<file path="src/adder_pkg.sv">
////////////////////////////////////////////////////////////////////////////
// Shared widths, register map and bit positions for the add/sub peripheral
// Imported by wildcard in the header of every module that needs them
////////////////////////////////////////////////////////////////////////////

`default_nettype none

package adder_pkg;

  // Operand and result width
  localparam int data_w = 32;

  // Byte address width of the Wishbone port, word index is adr_w-2 bits
  localparam int adr_w = 5;

  //////////////////////////////////////////////////////////////////////////
  // Register map, word indices
  //////////////////////////////////////////////////////////////////////////
  localparam logic [adr_w-3:0] reg_op_a   = 'd0;
  localparam logic [adr_w-3:0] reg_op_b   = 'd1;
  localparam logic [adr_w-3:0] reg_ctrl   = 'd2;
  localparam logic [adr_w-3:0] reg_result = 'd3;
  localparam logic [adr_w-3:0] reg_status = 'd4;

  // Control word bits
  // Go is a write-only strobe and reads back as zero
  localparam int ctrl_sub_bit = 0;
  localparam int ctrl_cin_bit = 1;
  localparam int ctrl_go_bit  = 2;

  // Status word bits
  localparam int stat_carry_bit = 0;
  localparam int stat_ovf_bit   = 1;
  localparam int stat_zero_bit  = 2;
  localparam int stat_done_bit  = 3;

endpackage

`default_nettype wire
</file>
<file path="src/addsub_if.sv">
////////////////////////////////////////////////////////////////////////////
// Link between the Wishbone register block and the add/sub datapath
// start and done are single-cycle pulses
////////////////////////////////////////////////////////////////////////////

`default_nettype none
`timescale 1ns/1ps

interface addsub_if import adder_pkg::*; ();

  // Request side, owned by the register block
  logic [data_w-1:0] op_a;
  logic [data_w-1:0] op_b;
  logic              sub;
  logic              carry_in;
  logic              start;

  // Response side, owned by the datapath
  logic [data_w-1:0] result;
  logic              carry_out;
  logic              overflow;
  logic              zero;
  logic              done;

  modport regs_mp (
    output op_a, op_b, sub, carry_in, start,
    input  result, carry_out, overflow, zero, done
  );

  modport dp_mp (
    input  op_a, op_b, sub, carry_in, start,
    output result, carry_out, overflow, zero, done
  );

endinterface

`default_nettype wire

</file>
<file path="src/addsub_top.sv">
////////////////////////////////////////////////////////////////////////////
// Add/sub peripheral top level with a Wishbone classic slave port
// Joins the register block and the prefix-adder datapath
////////////////////////////////////////////////////////////////////////////

`default_nettype none
`timescale 1ns/1ps

module addsub_top import adder_pkg::*; (
  input  wire               clk,
  input  wire               rst_n,
  // Wishbone classic slave
  input  wire               wb_cyc,
  input  wire               wb_stb,
  input  wire               wb_we,
  input  wire  [adr_w-1:0]  wb_adr,
  input  wire  [data_w-1:0] wb_dat_w,
  output logic [data_w-1:0] wb_dat_r,
  output logic              wb_ack
);

  // Operand request and result handshake
  addsub_if bus_if ();

  // Host side, holds the register map
  addsub_wb_regs addsub_wb_regs_inst (
    .clk      (clk),
    .rst_n    (rst_n),
    .wb_cyc   (wb_cyc),
    .wb_stb   (wb_stb),
    .wb_we    (wb_we),
    .wb_adr   (wb_adr),
    .wb_dat_w (wb_dat_w),
    .wb_dat_r (wb_dat_r),
    .wb_ack   (wb_ack),
    .bus      (bus_if.regs_mp)
  );

  // Arithmetic side
  addsub_datapath addsub_datapath_inst (
    .clk   (clk),
    .rst_n (rst_n),
    .bus   (bus_if.dp_mp)
  );

endmodule

`default_nettype wire

</file>
<file path="src/addsub_wb_regs.sv">
////////////////////////////////////////////////////////////////////////////
// Wishbone classic register block for the add/sub peripheral
// Holds operands and control, issues start and returns result and status
////////////////////////////////////////////////////////////////////////////

`default_nettype none
`timescale 1ns/1ps

module addsub_wb_regs import adder_pkg::*; (
  input  wire               clk,
  input  wire               rst_n,
  input  wire               wb_cyc,
  input  wire               wb_stb,
  input  wire               wb_we,
  input  wire  [adr_w-1:0]  wb_adr,
  input  wire  [data_w-1:0] wb_dat_w,
  output logic [data_w-1:0] wb_dat_r,
  output logic              wb_ack,
  addsub_if.regs_mp         bus
);

  logic              active;
  logic              wr_req;
  logic              rd_req;
  logic [adr_w-3:0]  word_idx;
  logic [data_w-1:0] rd_word;

  // Latched copy of the last completed operation
  logic [data_w-1:0] result_q;
  logic              carry_q;
  logic              ovf_q;
  logic              zero_q;
  logic              done_q;

  ////////////////////////////////////////////////////////////////////////////
  // Bus decode
  ////////////////////////////////////////////////////////////////////////////
  assign active   = wb_cyc && wb_stb;
  // Word index from the byte address
  assign word_idx = wb_adr[adr_w-1:2];

  // The host still holds the finished access while ack is high
  assign wr_req = active && !wb_ack && wb_we;
  assign rd_req = active && !wb_ack && !wb_we;

  always_ff @(posedge clk) begin
    if (!rst_n) begin
      wb_ack <= 1'b0;
    end else begin
      wb_ack <= active && !wb_ack;
    end
  end

  ////////////////////////////////////////////////////////////////////////////
  // Writable registers and start pulse
  ////////////////////////////////////////////////////////////////////////////
  always_ff @(posedge clk) begin
    if (!rst_n) begin
      bus.op_a     <= '0;
      bus.op_b     <= '0;
      bus.sub      <= 1'b0;
      bus.carry_in <= 1'b0;
      bus.start    <= 1'b0;
    end else begin
      bus.start <= 1'b0;
      if (wr_req) begin
        case (word_idx)
          reg_op_a: bus.op_a <= wb_dat_w;
          reg_op_b: bus.op_b <= wb_dat_w;
          reg_ctrl: begin
            bus.sub      <= wb_dat_w[ctrl_sub_bit];
            bus.carry_in <= wb_dat_w[ctrl_cin_bit];
            // Go pulses start in the ack cycle
            bus.start    <= wb_dat_w[ctrl_go_bit];
          end
          // Result, status and holes ignore writes
          default: ;
        endcase
      end
    end
  end

  ////////////////////////////////////////////////////////////////////////////
  // Result and status capture
  ////////////////////////////////////////////////////////////////////////////
  always_ff @(posedge clk) begin
    if (!rst_n) begin
      result_q <= '0;
      carry_q  <= 1'b0;
      ovf_q    <= 1'b0;
      zero_q   <= 1'b0;
      done_q   <= 1'b0;
    end else begin
      if (bus.done) begin
        result_q <= bus.result;
        carry_q  <= bus.carry_out;
        ovf_q    <= bus.overflow;
        zero_q   <= bus.zero;
        done_q   <= 1'b1;
      end
      // New go marks the pending result stale and wins over a late done
      if (wr_req && (word_idx == reg_ctrl) && wb_dat_w[ctrl_go_bit]) begin
        done_q <= 1'b0;
      end
    end
  end

  ////////////////////////////////////////////////////////////////////////////
  // Read mux
  ////////////////////////////////////////////////////////////////////////////
  always_comb begin
    rd_word = '0;
    case (word_idx)
      reg_op_a:   rd_word = bus.op_a;
      reg_op_b:   rd_word = bus.op_b;
      reg_ctrl: begin
        rd_word[ctrl_sub_bit] = bus.sub;
        rd_word[ctrl_cin_bit] = bus.carry_in;
      end
      reg_result: rd_word = result_q;
      reg_status: begin
        rd_word[stat_carry_bit] = carry_q;
        rd_word[stat_ovf_bit]   = ovf_q;
        rd_word[stat_zero_bit]  = zero_q;
        rd_word[stat_done_bit]  = done_q;
      end
      // Unmapped words read zero
      default:    rd_word = '0;
    endcase
  end

  // Data valid in the ack cycle only
  always_ff @(posedge clk) begin
    if (!rst_n) begin
      wb_dat_r <= '0;
    end else begin
      wb_dat_r <= rd_req ? rd_word : '0;
    end
  end

  ////////////////////////////////////////////////////////////////////////////
  // Checks
  ////////////////////////////////////////////////////////////////////////////
  // Every done from the datapath answers a start issued one cycle before
  a_done_follows_start: assert property (
    @(posedge clk) disable iff (!rst_n) bus.done |-> $past(bus.start)
  );

endmodule

`default_nettype wire

</file>
<file path="src/addsub_datapath.sv">
////////////////////////////////////////////////////////////////////////////
// Add/sub datapath around the prefix adder
// Registers result and flags on start and pulses done one cycle later
////////////////////////////////////////////////////////////////////////////

`default_nettype none
`timescale 1ns/1ps

module addsub_datapath import adder_pkg::*; (
  input wire    clk,
  input wire    rst_n,
  addsub_if.dp_mp bus
);

  logic [data_w-1:0] b_eff;
  logic [data_w-1:0] sum;
  logic              cout;
  logic              sign_a;
  logic              sign_b;

  // Subtract as a + ~b + cin with carry_in as the no-borrow bit
  assign b_eff = bus.sub ? ~bus.op_b : bus.op_b;

  brent_kung_adder #(
    .width (data_w)
  ) adder_inst (
    .op1  (bus.op_a),
    .op2  (b_eff),
    .cin  (bus.carry_in),
    .sum  (sum),
    .cout (cout)
  );

  // Sign bits seen by the adder after the subtract inversion
  assign sign_a = bus.op_a[data_w-1];
  assign sign_b = b_eff[data_w-1];

  ////////////////////////////////////////////////////////////////////////////
  // Result stage
  ////////////////////////////////////////////////////////////////////////////
  always_ff @(posedge clk) begin
    if (!rst_n) begin
      bus.done <= 1'b0;
    end else begin
      bus.done <= bus.start;
    end
  end

  // Result and flags of the started operation
  always_ff @(posedge clk) begin
    if (bus.start) begin
      bus.result    <= sum;
      bus.carry_out <= cout;
      // Same-sign inputs giving a result of the other sign
      bus.overflow  <= (sign_a == sign_b) && (sum[data_w-1] != sign_a);
      bus.zero      <= (sum == '0);
    end
  end

  ////////////////////////////////////////////////////////////////////////////
  // Checks
  ////////////////////////////////////////////////////////////////////////////
  // Register block only issues isolated start pulses
  a_done_single: assert property (
    @(posedge clk) disable iff (!rst_n) bus.done |=> !bus.done
  );

  // Prefix network result against plain addition of the start operands
  a_done_sum: assert property (
    @(posedge clk) disable iff (!rst_n)
    bus.done |-> ({bus.carry_out, bus.result} ==
                  $past({1'b0, bus.op_a} + {1'b0, b_eff} + {{data_w{1'b0}}, bus.carry_in}))
  );

endmodule

`default_nettype wire

</file>
<file path="src/brent_kung_adder.sv">
////////////////////////////////////////////////////////////////////////////
// Combinational Brent-Kung parallel-prefix adder with carry in and out
// Width must be a power of two, default is the package data width
////////////////////////////////////////////////////////////////////////////

`default_nettype none
`timescale 1ns/1ps

module brent_kung_adder import adder_pkg::*; #(
  parameter int width = data_w
) (
  input  wire  [width-1:0] op1,
  input  wire  [width-1:0] op2,
  input  wire              cin,
  output logic [width-1:0] sum,
  output logic             cout
);

  // Up-sweep takes lg rows, down-sweep lg-1 rows, plus row zero
  localparam int lg   = $clog2(width);
  localparam int rows = 2 * lg;

  wire [width-1:0] g_row [rows];
  wire [width-1:0] p_row [rows];
  wire [width-1:0] p_raw;
  wire [width-1:0] carry;

  ////////////////////////////////////////////////////////////////////////////
  // Row zero
  ////////////////////////////////////////////////////////////////////////////
  assign p_raw = op1 ^ op2;

  assign g_row[0][width-1:1] = op1[width-1:1] & op2[width-1:1];
  assign p_row[0][width-1:1] = p_raw[width-1:1];

  // Bit 0 absorbs cin, so its group never propagates further
  assign g_row[0][0] = (op1[0] & op2[0]) | (op1[0] & cin) | (op2[0] & cin);
  assign p_row[0][0] = 1'b0;

  ////////////////////////////////////////////////////////////////////////////
  // Up-sweep rows 1 to lg
  ////////////////////////////////////////////////////////////////////////////
  for (genvar i = 1; i <= lg; i++) begin : g_up
    for (genvar j = 0; j < width; j++) begin : g_bit
      // Cell on every 2**i-th bit, spanning 2**(i-1) bits back
      if (((j + 1) % (2 ** i)) == 0) begin : g_cell
        localparam int k = j - 2 ** (i - 1);
        assign g_row[i][j] = g_row[i-1][j] | (p_row[i-1][j] & g_row[i-1][k]);
        assign p_row[i][j] = p_row[i-1][j] & p_row[i-1][k];
      end else begin : g_pass
        assign g_row[i][j] = g_row[i-1][j];
        assign p_row[i][j] = p_row[i-1][j];
      end
    end
  end

  ////////////////////////////////////////////////////////////////////////////
  // Down-sweep rows lg+1 to 2*lg-1
  ////////////////////////////////////////////////////////////////////////////
  for (genvar i = lg + 1; i < rows; i++) begin : g_down
    // Distance between cells in this row
    localparam int step  = width / (2 ** (i - lg));
    // Lowest bit that gets a cell in this row
    localparam int first = (width / (2 ** (i - lg + 1))) * 3 - 1;
    for (genvar j = 0; j < width; j++) begin : g_bit
      if ((j >= first) && (((j - first) % step) == 0)) begin : g_cell
        localparam int k = j - step / 2;
        assign g_row[i][j] = g_row[i-1][j] | (p_row[i-1][j] & g_row[i-1][k]);
        assign p_row[i][j] = p_row[i-1][j] & p_row[i-1][k];
      end else begin : g_pass
        assign g_row[i][j] = g_row[i-1][j];
        assign p_row[i][j] = p_row[i-1][j];
      end
    end
  end

  ////////////////////////////////////////////////////////////////////////////
  // Sum
  ////////////////////////////////////////////////////////////////////////////
  // Last row holds the carry out of every bit position
  assign carry = {g_row[rows-1][width-2:0], cin};
  assign sum   = p_raw ^ carry;
  assign cout  = g_row[rows-1][width-1];

endmodule

`default_nettype wire

</file>
<file path="config.mk">
export PLATFORM = sky130hd
export DESIGN_NAME = addsub_top
export DESIGN_NICKNAME = d
export VERILOG_FILES = /design/src/adder_pkg.sv /design/src/addsub_if.sv /design/src/addsub_top.sv /design/src/addsub_wb_regs.sv /design/src/addsub_datapath.sv /design/src/brent_kung_adder.sv
export SDC_FILE = /design/constraint.sdc
export NUM_CORES = 1
export LEC_CHECK = 0
export CAP_MARGIN = 10
export CORE_MARGIN = 2
export CORE_UTILIZATION = 45
export CTS_BUF_LIST = sky130_fd_sc_hd__clkbuf_4 sky130_fd_sc_hd__clkbuf_8 sky130_fd_sc_hd__clkbuf_16
export CTS_CLUSTER_SIZE = 24
export DETAILED_ROUTE_END_ITERATION = 10
export DONT_BUFFER_PORTS = 1
export GPL_ROUTABILITY_DRIVEN = 0
export PLACE_DENSITY = 0.58
export SLEW_MARGIN = 10
export SYNTH_ARGS = -nofsm -noshare
export SYNTH_HDL_FRONTEND = slang
export SYNTH_SLANG_ARGS = --single-unit
</file>
<file path="constraint.sdc">
create_clock -name clk -period 5.7 [get_ports clk]
set_input_delay 0.285 -clock clk [delete_from_list [all_inputs] [get_ports clk]]
set_output_delay 0.285 -clock clk [all_outputs]
set_load 0.05 [all_outputs]
</file>
Word level (Yosys, flattened, before mapping)
Index checks and enable logic that the tools add are counted.

cells by class
  equal/unequal tests = 6
  bitwise gates (word level) = 150
  mux-type cells = 4
  reductions and logical operators = 17

operator list
  operator                                                          count
  1-bit AND                                                         86
  28-bit case mux with 3 select lines                               1
  32-bit XOR                                                        2
  1-bit bitwise OR                                                  59
  32-bit zero test                                                  1
  32-bit 2-to-1 mux                                                 1
  32-bit inverter                                                   1
  31-bit AND                                                        1
  2-bit case mux with 5 select lines                                1
  2-bit case mux with 4 select lines                                1
  2-bit AND reduction                                               4
  1-bit logical AND                                                 7
  3-bit by 2-bit == test with 1-bit output (second input constant)  2
  3-bit by 1-bit == test with 1-bit output (second input constant)  1
  3-bit == test (second input constant)                             1
  3-bit zero test                                                   1
  3-bit AND reduction                                               1
  1-bit zero test                                                   2
  2-bit OR reduction                                                1
  1-bit == test                                                     1
  1-bit inequality test                                             1
  1-bit inverter                                                    1

storage, ports and cells
  input port bits = 42
  flip-flop bits (word level) = 172
  output and inout bits = 33
  logic and storage cells = 194

Longest topological paths before layout
  depth in word-level cells = 24
  depth in mapped cells = 16
  depth with buffers taken out = 14

By module
Synthesis repeated with hierarchy kept, for this count alone.

unflattened totals
  cell total of the unflattened synthesis = 775
  area total of the unflattened synthesis = 8404.3 sq um

modules (own cells, without submodules)
  module            times used  cells each  area each (sq um)
  addsub_wb_regs    1           535         5549.1
  addsub_datapath   1           88          1519.0
  brent_kung_adder  1           152         1336.3

Worst setup path after synthesis
No wires, ideal clock.

  path kind = flip-flop to flip-flop
  start point = register addsub_wb_regs_inst.bus.sub
  end point = register addsub_datapath_inst.bus.zero (data pin)
  arrival = 4.340 ns
  setup slack = 1.203 ns
  period minus slack after synthesis = 4.497 ns
  cell stages (with the launch flop) = 17
  setup time = 0.157 ns
  path buffers = 2
  cells stage by stage = dfxtp_1 clkbuf_1 buf_1 xnor2_1 fa_1 fa_1 nand2b_1 a21oi_2 o2111ai_2 o32a_1 nor4b_4 o41ai_1 fa_1 xnor2_1 nor4_1 nand3_1 nor3_1

on the way
  longest elaborated chain between the ends = 22
  elaborated cells on any way between the ends = 135

RTL lines
  what                                         RTL line                RTL
  from (decl)                                  addsub_if.sv:26         output op_a, op_b, sub, carry_in, start,
  from (signal assigned)                       addsub_wb_regs.sv:71    bus.sub <= wb_dat_w[ctrl_sub_bit];
  32-bit 2-to-1 mux *                          addsub_datapath.sv:22   assign b_eff = bus.sub ? ~bus.op_b : bus.op_b;
  1-bit AND                                    brent_kung_adder.sv:37  assign g_row[0][0] = (op1[0] & op2[0]) | (op1[0] & cin) | (op2[0] & cin);
  1-bit bitwise OR (2 in series)               brent_kung_adder.sv:37
  1-bit AND                                    brent_kung_adder.sv:48  assign g_row[i][j] = g_row[i-1][j] | (p_row[i-1][j] & g_row[i-1][k]);
  1-bit bitwise OR                             brent_kung_adder.sv:48
  1-bit AND                                    brent_kung_adder.sv:48
  1-bit bitwise OR                             brent_kung_adder.sv:48
  1-bit AND                                    brent_kung_adder.sv:48
  [... 6 more ...]                             n/a
  1-bit bitwise OR                             brent_kung_adder.sv:68  assign g_row[i][j] = g_row[i-1][j] | (p_row[i-1][j] & g_row[i-1][k]);
  1-bit AND                                    brent_kung_adder.sv:68
  1-bit bitwise OR                             brent_kung_adder.sv:68
  1-bit AND                                    brent_kung_adder.sv:68
  1-bit bitwise OR                             brent_kung_adder.sv:68
  32-bit XOR *                                 brent_kung_adder.sv:82  assign sum = p_raw ^ carry;
  via addsub_datapath_inst.adder_inst.sum[31]  brent_kung_adder.sv:15  output logic [width-1:0] sum,
  32-bit zero test *                           addsub_datapath.sv:56   bus.zero <= (sum == '0);
  to (signal assigned)                         addsub_datapath.sv:56
  to (decl)                                    addsub_if.sv:32         output result, carry_out, overflow, zero, done

Mark *: on every way through the listed nets, which the timed path passes. The rest lies on a longest branch.
A chain may end at the register's enable or synchronous reset.

Final worst setup path
  start point = register addsub_wb_regs_inst.bus.sub
  end point = register addsub_datapath_inst.bus.zero (data pin)

on the way
  elaborated cells on any way between the ends = 135

RTL lines
  what                                         RTL line
  32-bit 2-to-1 mux *                          addsub_datapath.sv:22
  1-bit AND                                    brent_kung_adder.sv:37
  1-bit bitwise OR (2 in series)               brent_kung_adder.sv:37
  1-bit AND                                    brent_kung_adder.sv:48
  1-bit bitwise OR                             brent_kung_adder.sv:48
  1-bit AND                                    brent_kung_adder.sv:48
  1-bit bitwise OR                             brent_kung_adder.sv:48
  1-bit AND                                    brent_kung_adder.sv:48
  [... 4 more ...]                             n/a
  1-bit bitwise OR                             brent_kung_adder.sv:68
  1-bit AND                                    brent_kung_adder.sv:68
  1-bit bitwise OR                             brent_kung_adder.sv:68
  1-bit AND                                    brent_kung_adder.sv:68
  1-bit bitwise OR                             brent_kung_adder.sv:68
  32-bit XOR *                                 brent_kung_adder.sv:82
  via addsub_datapath_inst.adder_inst.sum[29]  brent_kung_adder.sv:15
  32-bit zero test *                           addsub_datapath.sv:56

Marked as above.

==> impl_metrics.yaml <==
outcome:
  status: "complete, no violations"
pwr:
  pwr_density_cell_nw_per_um2: 270.2
  netSwitchingPower_mw: 0.5323
  p_clk_frac: 0.476
  pwr-share-comb: 0.035
  ir_worst_vdd_uv: 192.8
  p_int_mw: 2.021
  p_leak_nw: 3.553
  netSwitchingFraction: 0.2084
  power_frac_seq: 0.489
critical_path:
  crit_required_ps: 5970
  startpoint_type: "register"
  arrival_ps: 4810
  reg2reg_from: "addsub_wb_regs_inst.bus.sub"
  crit_start: "addsub_wb_regs_inst.bus.sub"
  crit_type: "register to register"
  cp_max_fo: 33
  cp-end-kind: "register"
cts:
  cts_buffer_depth: 2
  cts.sinks: 172
  post_cts_buffers: 0
  cts_hold_buf: 35
  cts_buffers: 17
  cts_resized: 0
  clkTransAtPathRegs_ps: 70
  clk_latency_ps: 430
  htreeDepth: 4
  cts_tree: "yes"
  cts_root_buf: "clkbuf_16"
routing:
  ant_nets: 0
  drc: 0
  drt_iter0_drc: 368
  via_per_inst: 5.322
  routedWlPerCell_um: 18.86
  wl_met3_um: 767
  met2_length_um: 9395
  routed_wl_um: 19900
  met1_length_um: 9451
  vias: 5615
  dr.pass1.iters: 7
  maxUsedRoutingLayer: "met4"
timing:
  skew_ps: 11.16
  drv_slew: 0
  finalCritPeriodShare: 0.7969
  fmax_mhz: 220.2
  tns_ps: 0
  rsz0062_at_grt: "false"
  period_needed_ps: 4542
  slew_headroom: 0.2357
  hold_viol_final: 0
  setup_violations: 0
  tightest_slew_ps: 1143
layout:
  multi_input_area_um2: 4170
  num-fill-cells: 1628
  drive_gt1_frac: 0.09322
  layoutNonFillerInstCount: 1055
  regArea_um2: 3796
  fin_util: 0.5244
  area.growth.synth_to_final_pct: 14.18
  layout.nets: 902
  antennaDiodeCount: 0
  layout_common_cells: "135 x dfxtp_1, 78 x nand2_1, 71 x nor2b_1, 71 x mux2i_1, 44 x nor2_1"
  mostFrequentLayoutCell: "dfxtp_1"
placed_design:
  dp_hpwl_um: 11830
  placed_cells: 986
  io_buffers: 0
synth:
  synth-edff-count: 35
  avgSynthCellArea_um2: 10.41
  async_reset_ff_frac: 0
  syn_inst: 795
  synth_area_um2: 8278
  ys.flop_type: "dfxtp_1"
  ys_types: 47
  syn_nets: 884
  yosys_warnings: 0
  ys_ff_latch: 172
  synth-seq-area-share: 0.4583
global_routing:
  grt_use_total: 0.2077
  antenna_found_initial: 0
  grt_pass1_vias: 5901
  grt_pass1_wl_um: 31780
  grt_overflow: 0
  grt_max_degree: 50
floorplanning:
  die_h_um: 139.6
  die_w_um: 139.6
  rows: 49
  io_pins: 75
  coreArea_um2: 18020
  start_util: 0.4593
  die-area_um2: 19500
job:
  drv_cap: 0
hold_path:
  hp-class: "input port to register"
  worstHoldStart: "rst_n"
[synth_stat cells (all sizes together), types with 28 or more instances]
| cell type | instances | area [um^2] |
|---|---|---|
| a21boi | 33 | 247.7 |
| mux2 | 28 | 315.3 |
| inv | 38 | 142.6 |
| edfxtp | 35 | 1051 |
| dfxtp | 137 | 2743 |
| nand2 | 78 | 292.8 |
| mux2i | 71 | 710.7 |
| nor2b | 71 | 444.2 |
| nor2 | 45 | 168.9 |
| a22oi | 28 | 210.2 |
| xor2 | 36 | 315.3 |
| ha | 30 | 375.4 |
[metrics by stage]
step	hold slack, ps	area (um^2)	worst slack (ps)	power [mW]
2_1_floorplan	374.8	8278	1203	1.336
3_5_place_dp	383.5	8448	1158	1.334
5_1_grt	1.025	9452	877.0	2.627
3_3_place_gp	379.0	8448	1167	1.332
6_report	10.12	9452	1158	2.554
4_1_cts	0.2556	9432	1127	2.568
[cells by family (layout without fill, tap and decap cells)]
| group | count (synthesis) | after routing | synth area share |
|---|---|---|---|
| and+or+nand+nor | 237 | 237 | 0.1439 |
| xor gates and xnor gates | 48 | 48 | 0.05079 |
| buffers and inverters | 83 | 114 | 0.04036 |
| DFF | 172 | 172 | 0.4583 |
| adders and majority gates | 47 | 47 | 0.08646 |
| AOI/OAI and AO/OA | 107 | 107 | 0.09084 |
| muxes | 101 | 101 | 0.1294 |
[flip-flops by register name (all words and copies together), names as in the netlist]
signal,cells
addsub_wb_regs_inst.bus.carry_in,1
addsub_wb_regs_inst.bus.start,1
addsub_datapath_inst.bus.overflow,1
addsub_wb_regs_inst.ovf_q,1
addsub_wb_regs_inst.bus.sub,1
addsub_datapath_inst.bus.carry_out,1
addsub_wb_regs_inst.bus.op_b,32
addsub_datapath_inst.bus.done,1
addsub_wb_regs_inst.bus.op_a,32
addsub_datapath_inst.bus.zero,1
addsub_datapath_inst.bus.result,32
addsub_wb_regs_inst.result_q,32
addsub_wb_regs_inst.carry_q,1
addsub_wb_regs_inst.zero_q,1
addsub_wb_regs_inst.wb_ack,1
addsub_wb_regs_inst.wb_dat_r,32
addsub_wb_regs_inst.done_q,1
[path summary, 6_finish.rpt]
kind,endpoint,slack (ps),cells after the start
hold reg to reg,addsub_wb_regs_inst.bus.op_a[9],480,2
hold / removal,addsub_wb_regs_inst.bus.op_b[28],10,1
setup reg to reg,addsub_datapath_inst.bus.zero,1160,14
setup / recovery,addsub_datapath_inst.bus.zero,1160,14
[layer usage]
layer	track usage	up-vias
li1	-	2742
met1	0.2795	2726
met2	0.3418	122
met3	0.04267	25
met4	0.05842	0
met5	0	-
[worst max-delay path, cell delays in order (launching register included)]
cell and delay (ps):
dfxtp_2 340, buf_4 500, xnor2_1 190, fa_1 470
nand2b_1 190, a21oi_2 190, o2111ai_2 200, o32a_1 490
nor4b_4 340, nor2_1 110, fa_1 420, xnor2_1 150
nor4_1 430, nand3_1 150, nor3_1 200
[cell type report]
| cell class | instances | share of cell area |
|---|---|---|
| clock buffer | 23 | 0.05481 |
| clock inverter | 9 | 0.01112 |
| inverter | 38 | 0.01509 |
| multi-input combinational | 540 | 0.4412 |
| sequential | 172 | 0.4016 |
| tap | 229 | 0.03032 |
| timing repair buffer | 44 | 0.04580 |
[power by group through the flow]
stage | clock, mW | combinational, mW | sequential, mW
final | 1.21 | 0.0905 | 1.25
after global placement | 0 | 0.0573 | 1.28
after detailed placement | 0 | 0.0585 | 1.28
after floorplan | 0 | 0.0621 | 1.27
after CTS | 1.23 | 0.0885 | 1.25
after global routing | 1.28 | 0.0974 | 1.25
(Power assumes the default switching activity.)
